==> src/source/uart_pkg.sv <==
/*
    Shared constants for the serial receiver: baud rate table, frame layout
    and the 16x oversampling points used by the bit sampling logic.
    Blocks refer to these with scoped names, e.g. uart_pkg::mid_sample.
*/
`default_nettype none

package uart_pkg;

    localparam int oversample = 16;   // sample ticks per bit
    localparam int data_bits  = 8;

    typedef logic [2:0] baud_sel_t;

    // indexed by baud_select
    localparam int baud_table [8] = '{
        300,
        1200,
        2400,
        4800,
        9600,
        19200,
        57600,
        115200
    };

    // positions inside a bit, in sample ticks counted from the bit start
    localparam logic [3:0] mid_sample     = 4'd8;
    localparam logic [3:0] edge_window_lo = 4'd4;   // edges after this tick are suspicious
    localparam logic [3:0] edge_window_hi = 4'd12;  // up to and including this one

    // clock cycles per sample tick, rounded down and never below one
    function automatic int baud_divisor(int clk_freq, baud_sel_t sel);
        int div;
        div = clk_freq / (oversample * baud_table[sel]);
        if (div < 1) begin
            div = 1;
        end
        return div;
    endfunction

endpackage

`default_nettype wire

==> src/source/baud_tick_gen.sv <==
/*
    Sample tick generator. Divides clk down to 16x the selected baud rate
    and emits a one-cycle sample_tick each period. A baud_restart reloads
    the divider so the ticks line up with a detected start edge.
*/
`timescale 1ns/1ps
`default_nettype none

module baud_tick_gen #(
    parameter int clk_freq_hz = 10_000_000
) (
    input  wire                   clk,
    input  wire                   reset,
    input  wire uart_pkg::baud_sel_t baud_select,
    input  wire                   baud_restart,
    output logic                  sample_tick
);

    logic [31:0] div_table [8];   // cycles per tick, one per table rate
    logic [31:0] reload;
    logic [31:0] count;

    // divisors are fixed at elaboration from the package rate table
    for (genvar i = 0; i < 8; i++) begin : g_div
        localparam int div_i = uart_pkg::baud_divisor(clk_freq_hz, 3'(i));
        assign div_table[i] = 32'(div_i);
    end

    assign reload = div_table[baud_select] - 32'd1;

    assign sample_tick = (count == 32'd0);   // expires once per period

    always_ff @(posedge clk or posedge reset) begin
        if (reset) begin
            count <= 32'd0;
        end else if (baud_restart) begin
            count <= reload;   // first tick one full period after the edge
        end else if (count == 32'd0) begin
            count <= reload;
        end else begin
            count <= count - 32'd1;
        end
    end

endmodule

`default_nettype wire

==> src/source/rx_line_sampler.sv <==
/*
    Conditions the raw serial input. rxd goes through a two-flop
    synchroniser, then a filter that only accepts a new level after
    filter_len equal samples. line_edge pulses for one clock whenever
    the filtered level line_filt changes.
*/
`timescale 1ns/1ps
`default_nettype none

module rx_line_sampler #(
    parameter int filter_len = 4
) (
    input  wire  clk,
    input  wire  reset,
    input  wire  rxd,
    output logic line_filt,
    output logic line_edge
);

    localparam int cnt_w = (filter_len > 1) ? $clog2(filter_len + 1) : 1;

    logic             sync_0;
    logic             sync_1;
    logic [cnt_w-1:0] stable_cnt;   // samples seen at the new level

    // synchroniser, idles high like the line
    always_ff @(posedge clk or posedge reset) begin
        if (reset) begin
            sync_0 <= 1'b1;
            sync_1 <= 1'b1;
        end else begin
            sync_0 <= rxd;
            sync_1 <= sync_0;
        end
    end

    // glitch filter
    always_ff @(posedge clk or posedge reset) begin
        if (reset) begin
            stable_cnt <= '0;
            line_filt  <= 1'b1;
            line_edge  <= 1'b0;
        end else begin
            line_edge <= 1'b0;
            if (sync_1 == line_filt) begin
                stable_cnt <= '0;   // short excursion ends, start over
            end else if (stable_cnt == cnt_w'(filter_len - 1)) begin
                // the new level held long enough
                stable_cnt <= '0;
                line_filt  <= sync_1;
                line_edge  <= 1'b1;   // same cycle as the new level
            end else begin
                stable_cnt <= stable_cnt + 1'b1;
            end
        end
    end

endmodule

`default_nettype wire

==> src/source/uart_frame_receiver.sv <==
/*
    Frame FSM for one start bit, eight data bits LSB first, even parity
    and one stop bit. Bits are read at the middle sample tick; an edge in
    the middle half of a data or parity bit aborts with a framing error.
    Any delivered error parks the FSM in lock until rx_en goes low.
*/
`timescale 1ns/1ps
`default_nettype none

module uart_frame_receiver (
    input  wire        clk,
    input  wire        reset,
    input  wire        rx_en,
    input  wire        sample_tick,
    input  wire        line_filt,
    input  wire        line_edge,
    output logic       baud_restart,
    output logic       frame_done,
    output logic [7:0] frame_data,
    output logic       frame_ferror,
    output logic       frame_perror
);

    localparam logic [2:0] st_disabled = 3'd0;
    localparam logic [2:0] st_idle     = 3'd1;
    localparam logic [2:0] st_start    = 3'd2;
    localparam logic [2:0] st_data     = 3'd3;
    localparam logic [2:0] st_parity   = 3'd4;
    localparam logic [2:0] st_stop     = 3'd5;
    localparam logic [2:0] st_lock     = 3'd6;

    localparam logic [2:0] last_bit = 3'(uart_pkg::data_bits - 1);

    logic [2:0] state;
    logic [3:0] tick_cnt;   // number of the next tick within the bit, 0 means 16
    logic [2:0] bit_cnt;    // data bit being received
    logic       mid_tick;
    logic       end_tick;
    logic       in_window;
    logic       unstable;

    assign mid_tick  = sample_tick && (tick_cnt == uart_pkg::mid_sample);
    assign end_tick  = sample_tick && (tick_cnt == 4'd0);   // 16th tick closes the bit
    assign in_window = (tick_cnt > uart_pkg::edge_window_lo) &&
                       (tick_cnt <= uart_pkg::edge_window_hi);
    assign unstable  = line_edge && in_window &&
                       ((state == st_data) || (state == st_parity));

    // falling edge while waiting for a frame
    assign baud_restart = (state == st_idle) && rx_en && line_edge && !line_filt;

    always_ff @(posedge clk or posedge reset) begin
        if (reset) begin
            state        <= st_disabled;
            tick_cnt     <= 4'd0;
            bit_cnt      <= 3'd0;
            frame_done   <= 1'b0;
            frame_ferror <= 1'b0;
            frame_perror <= 1'b0;
        end else begin
            frame_done <= 1'b0;
            if (sample_tick) begin
                tick_cnt <= tick_cnt + 4'd1;
            end
            case (state)
                st_disabled: begin
                    if (rx_en) begin
                        state <= st_idle;
                    end
                end
                st_idle: begin
                    if (!rx_en) begin
                        state <= st_disabled;
                    end else if (baud_restart) begin
                        state        <= st_start;
                        tick_cnt     <= 4'd1;   // divider restarts in step
                        bit_cnt      <= 3'd0;
                        frame_ferror <= 1'b0;
                        frame_perror <= 1'b0;
                    end
                end
                st_start: begin
                    if (!rx_en) begin
                        state <= st_disabled;
                    end else if (mid_tick && line_filt) begin
                        state <= st_idle;   // false start, drop quietly
                    end else if (end_tick) begin
                        state <= st_data;
                    end
                end
                st_data: begin
                    if (!rx_en) begin
                        state <= st_disabled;
                    end else if (unstable) begin
                        frame_done   <= 1'b1;
                        frame_ferror <= 1'b1;
                        state        <= st_lock;
                    end else if (end_tick) begin
                        if (bit_cnt == last_bit) begin
                            state <= st_parity;
                        end else begin
                            bit_cnt <= bit_cnt + 3'd1;
                        end
                    end
                end
                st_parity: begin
                    if (!rx_en) begin
                        state <= st_disabled;
                    end else if (unstable) begin
                        frame_done   <= 1'b1;
                        frame_ferror <= 1'b1;
                        state        <= st_lock;
                    end else begin
                        if (mid_tick) begin
                            frame_perror <= (line_filt != ^frame_data);   // even parity
                        end
                        if (end_tick) begin
                            state <= st_stop;
                        end
                    end
                end
                st_stop: begin
                    if (!rx_en) begin
                        state <= st_disabled;
                    end else if (mid_tick) begin
                        frame_done   <= 1'b1;
                        frame_ferror <= !line_filt;   // stop bit must be high
                        state        <= (!line_filt || frame_perror) ? st_lock : st_idle;
                    end
                end
                st_lock: begin
                    if (!rx_en) begin
                        state <= st_disabled;
                    end
                end
                default: state <= st_disabled;
            endcase
        end
    end

    // data shift register, LSB arrives first
    always_ff @(posedge clk) begin
        if ((state == st_data) && mid_tick) begin
            frame_data <= {line_filt, frame_data[7:1]};
        end
    end

endmodule

`default_nettype wire

==> src/source/uart_rx_top.sv <==
/*
    Serial receiver top level. Joins the tick generator, line sampler and
    frame FSM and holds one received byte behind a valid/ready handshake.
    A frame finishing while the held byte is unaccepted is dropped and
    sets rx_overrun until the next transfer.
*/
`timescale 1ns/1ps
`default_nettype none

module uart_rx_top #(
    parameter int clk_freq_hz = 10_000_000,
    parameter int filter_len  = 4
) (
    input  wire                      clk,
    input  wire                      reset,
    input  wire uart_pkg::baud_sel_t baud_select,
    input  wire                      rx_en,
    input  wire                      rxd,
    input  wire                      rx_ready,
    output logic [7:0]               rx_data,
    output logic                     rx_ferror,
    output logic                     rx_perror,
    output logic                     rx_overrun,
    output logic                     rx_valid
);

    logic       sample_tick;
    logic       baud_restart;
    logic       line_filt;
    logic       line_edge;
    logic       frame_done;
    logic [7:0] frame_data;
    logic       frame_ferror;
    logic       frame_perror;
    logic       xfer;
    logic       load;

    baud_tick_gen #(
        .clk_freq_hz(clk_freq_hz)
    ) u_baud (
        .clk         (clk),
        .reset       (reset),
        .baud_select (baud_select),
        .baud_restart(baud_restart),
        .sample_tick (sample_tick)
    );

    rx_line_sampler #(
        .filter_len(filter_len)
    ) u_sampler (
        .clk      (clk),
        .reset    (reset),
        .rxd      (rxd),
        .line_filt(line_filt),
        .line_edge(line_edge)
    );

    uart_frame_receiver u_frame (
        .clk         (clk),
        .reset       (reset),
        .rx_en       (rx_en),
        .sample_tick (sample_tick),
        .line_filt   (line_filt),
        .line_edge   (line_edge),
        .baud_restart(baud_restart),
        .frame_done  (frame_done),
        .frame_data  (frame_data),
        .frame_ferror(frame_ferror),
        .frame_perror(frame_perror)
    );

    assign xfer = rx_valid && rx_ready;
    assign load = frame_done && (!rx_valid || rx_ready);   // slot free or freed now

    always_ff @(posedge clk or posedge reset) begin
        if (reset) begin
            rx_valid   <= 1'b0;
            rx_ferror  <= 1'b0;
            rx_perror  <= 1'b0;
            rx_overrun <= 1'b0;
        end else begin
            if (load) begin
                rx_valid  <= 1'b1;
                rx_ferror <= frame_ferror;
                rx_perror <= frame_perror;
            end else if (xfer) begin
                rx_valid <= 1'b0;
            end
            if (xfer) begin
                rx_overrun <= 1'b0;
            end else if (frame_done && rx_valid) begin
                rx_overrun <= 1'b1;   // frame lost, byte held
            end
        end
    end

    always_ff @(posedge clk) begin
        if (load) begin
            rx_data <= frame_data;
        end
    end

endmodule

`default_nettype wire

==> config.mk <==
export PLATFORM = sky130hd
export DESIGN_NAME = uart_rx_top
export DESIGN_NICKNAME = d
export VERILOG_FILES = /design/src/source/uart_pkg.sv /design/src/source/baud_tick_gen.sv /design/src/source/rx_line_sampler.sv /design/src/source/uart_frame_receiver.sv /design/src/source/uart_rx_top.sv
export SDC_FILE = /design/constraint.sdc
export NUM_CORES = 1
export LEC_CHECK = 0
export ABC_AREA = 1
export BUFFER_PORTS_ARGS = -buffer_cell sky130_fd_sc_hd__buf_2
export CAP_MARGIN = 20
export CORE_MARGIN = 1
export CORE_UTILIZATION = 54
export DETAILED_ROUTE_END_ITERATION = 6
export HOLD_SLACK_MARGIN = 0.12
export PLACE_DENSITY_LB_ADDON = 0.12
export SYNTH_ARGS = -nofsm -noshare
export SYNTH_HDL_FRONTEND = slang
export SYNTH_SLANG_ARGS = --single-unit
==> constraint.sdc <==
create_clock -name clk -period 2.81 [get_ports clk]
set_input_delay 0.843 -clock clk [delete_from_list [all_inputs] [get_ports clk]]
set_output_delay 0.843 -clock clk [all_outputs]
set_load 0.1 [all_outputs]
==> flow_summary.ini <==
[setup_path]
crit_path_max_incr_delay_ns = 0.38
crit_path_top_delay_cell = dfrtp_1
path_class = flip-flop to flip-flop
r2r_start = u_baud.count[0]
timing.rr.end = u_baud.count[9]
start_kind = flip-flop
path_cells = inv_1 > ha_1 > nand2_4 > nor2_8 > nand2_4 > nor2_8 > inv_4 > nand2_4 > inv_4 > nor2_4 > o21ai_1 > o21ai_1 > inv_1
crit_buf_inv = 4
reg2reg_depth = 13
cp_max_fo = 21
cp.required_ns = 3.05
r2r_slack_ns = 0.49
crit_top_cell = nand2_4
critPathTopFamily = simple AND/OR/NAND/NOR gates
crit_start = u_baud.count[0]
critical_path.endpoint_type = flip-flop
crit_arrival_ns = 2.56

[clock_network]
cts-resized-gates = 0
root_buffer = clkbuf_8
clock_latency_ns = 0.35
post_cts_buffers = 0
holdBufCountCts = 0
htree_levels = 3
cts_buffers = 9
clk_pin_slew_ns = 0.09
cts_num_sinks = 72
cts_tree = done
clk_path_buf_depth = 2

[synth]
synth_top_area_share = 0.3160
synthTopCellsByCount = nand2_1, nor2_1, inv_1, dfrtp_1, o21ai_0
postSynthCellCount = 509
synthArstFlopShare = 0.7778
synth_top_area_cell = dfrtp_1
syn_area_sq_mm = 0.004197
avgSynthCellArea_sq_um = 8.245
ys_ff_latch = 72
synthFlopType = dfrtp_1
synth_nets = 529
synth_edf_count = 16
ys_warn_count = 0
yosysMostFrequentCell = nand2_1
synth_area_leaders = dfrtp_1, edfxtp_1, nand2_1
ys_types = 39
synth-seq-area-share = 0.4493

[min_path]
hold_depth = 0
holdCritPathClass = flip-flop to flip-flop
hp-start = u_sampler.sync_0
min_to = u_sampler.sync_1

[timing]
final.period_utilization = 0.8273
worst_pin_slew_ns = 0.7174
fin_skew_ns = 0.01393
hold_viol = 0
slew_headroom = 0.5217
timing.fmax_mhz = 430.1
setup_viol = 0
setup_tns_ns = 0
finalCriticalPeriod_ns = 2.325
rsz0062_at_grt = false
slew_viol_final = 0

[routing]
vias = 3322
drt-initial-drc-count = 156
drtAntennaViolNets = 0
remaining_drc_errors = 0
finalWirelength_microns = 8247
drt_first_pass_iters = 4
vias_per_cell = 5.191
wl_per_cell_microns = 12.89

[power]
total_power_w = 0.003773
cellLeakagePower_nw = 2.216
powerDensity_mw_per_mm2 = 824.9
irDropWorstVdd_mv = 0.4523

[final_layout]
layout.cells.non_filler = 640
syn2layout_area_growth_pct = 9.004
nets = 556
seq_area_sq_mm = 0.001886
antenna_cells = 0
fin_util = 0.6207
fillCellCount = 662
multi_input_area_sq_mm = 0.002026
drive_gt1_frac = 0.1516

[place]
dp_hpwl_microns = 6115
post-place-cells = 624
port_buffers = 19
gp_congestion = 0.8857

[floorplanning]
core_sq_mm = 0.007370
core.rowCount = 31
die-area_sq_mm = 0.008128
chipWidth_microns = 90.16
boundaryPins = 20
die_h_microns = 90.16
start_util = 0.5694

[flow_run]
maxCapViolCount = 0

[grt]
grt_pass1_vias = 3185
grt_max_degree = 57
track_usage = 0.2228
grt-ovfl-total = 0
grt_pass1_wl_microns = 14610
antenna_found_initial = 0

[status]
status = finished clean
==> flip-flops by register name, summed over array words and instances, names as in the netlist <==
| signal | flops |
|---|---|
| u_sampler.line_edge | 1 |
| rx_valid | 1 |
| u_frame.frame_done | 1 |
| u_baud.count | 32 |
| u_frame.state | 3 |
| u_frame.frame_ferror | 1 |
| u_frame.frame_data | 8 |
| u_sampler.stable_cnt | 3 |
| u_sampler.line_filt | 1 |
| u_frame.frame_perror | 1 |
| u_frame.tick_cnt | 4 |
| rx_perror | 1 |
| u_frame.bit_cnt | 3 |
| u_sampler.sync_0 | 1 |
| rx_data | 8 |
| u_sampler.sync_1 | 1 |
| rx_ferror | 1 |
| rx_overrun | 1 |
==> cells in the final DEF, fill, tap and decap left out, types with 12 or more instances in the layout <==
master	instances
inv_1	57
dfrtp_1	53
xnor2_1	16
a21oi_1	12
nor2_1	59
edfxtp_1	16
nand3_1	26
o21ai_0	28
ha_1	12
nand2_1	123
xor2_1	15
buf_2	19
==> through the flow <==
step	area (sq um)	hold WS [ns]	setup slack [ns]
2_1_floorplan	4197	0.3452	0.6007
3_3_place_gp	4387	0.3492	0.4311
3_5_place_dp	4387	0.3507	0.3345
4_1_cts	4574	0.3551	0.4909
5_1_grt	4574	0.3589	0.2914
6_report	4574	0.3523	0.4852
==> layout make-up <==
class,count,share of cell area
inverters,63,0.05279
clock buffers,9,0.02708
well taps,99,0.02708
multi-input cells,369,0.4428
clock inverters,7,0.01395
repair buffers,21,0.02407
flip-flops and latches,72,0.4122
==> worst max path at each step <==
stage / to / slack [ns] / cells past startpoint
floorplan: rx_ferror / 0.60 / 1
global placement: u_baud.count[11] / 0.43 / 11
detailed placement: u_baud.count[11] / 0.33 / 11
CTS: u_baud.count[9] / 0.49 / 13
global route: u_baud.count[9] / 0.29 / 13
finish: u_baud.count[9] / 0.49 / 13
==> logic make-up after synthesis <==
kind of cell	synth area share
muxes	0.002385
xor gates and xnor gates	0.06470
buffers and inverters	0.06798
AOI/OAI and AO/OA	0.07841
and+or+nand+nor	0.3014
adders and majority gates	0.03578
DFF	0.4493
==> metal layers <==
| metal | vias to the layer above | GRT usage | wire [microns] |
|---|---|---|---|
| li1 | 1694 | - | - |
| met1 | 1560 | 0.3156 | 4156 |
| met2 | 55 | 0.3511 | 3724 |
| met3 | 13 | 0.02876 | 236 |
| met4 | 0 | 0.08199 | 129 |
| met5 | - | 0 | 0 |
==> power breakdown <==
| part | switching, W | internal, W |
|---|---|---|
| Clock | 0.000447 | 0.000340 |
| Sequential | 0.000261 | 0.00133 |
| Combinational | 0.000913 | 0.000483 |
| Total | 0.00162 | 0.00215 |
(Power assumes the default switching activity.)
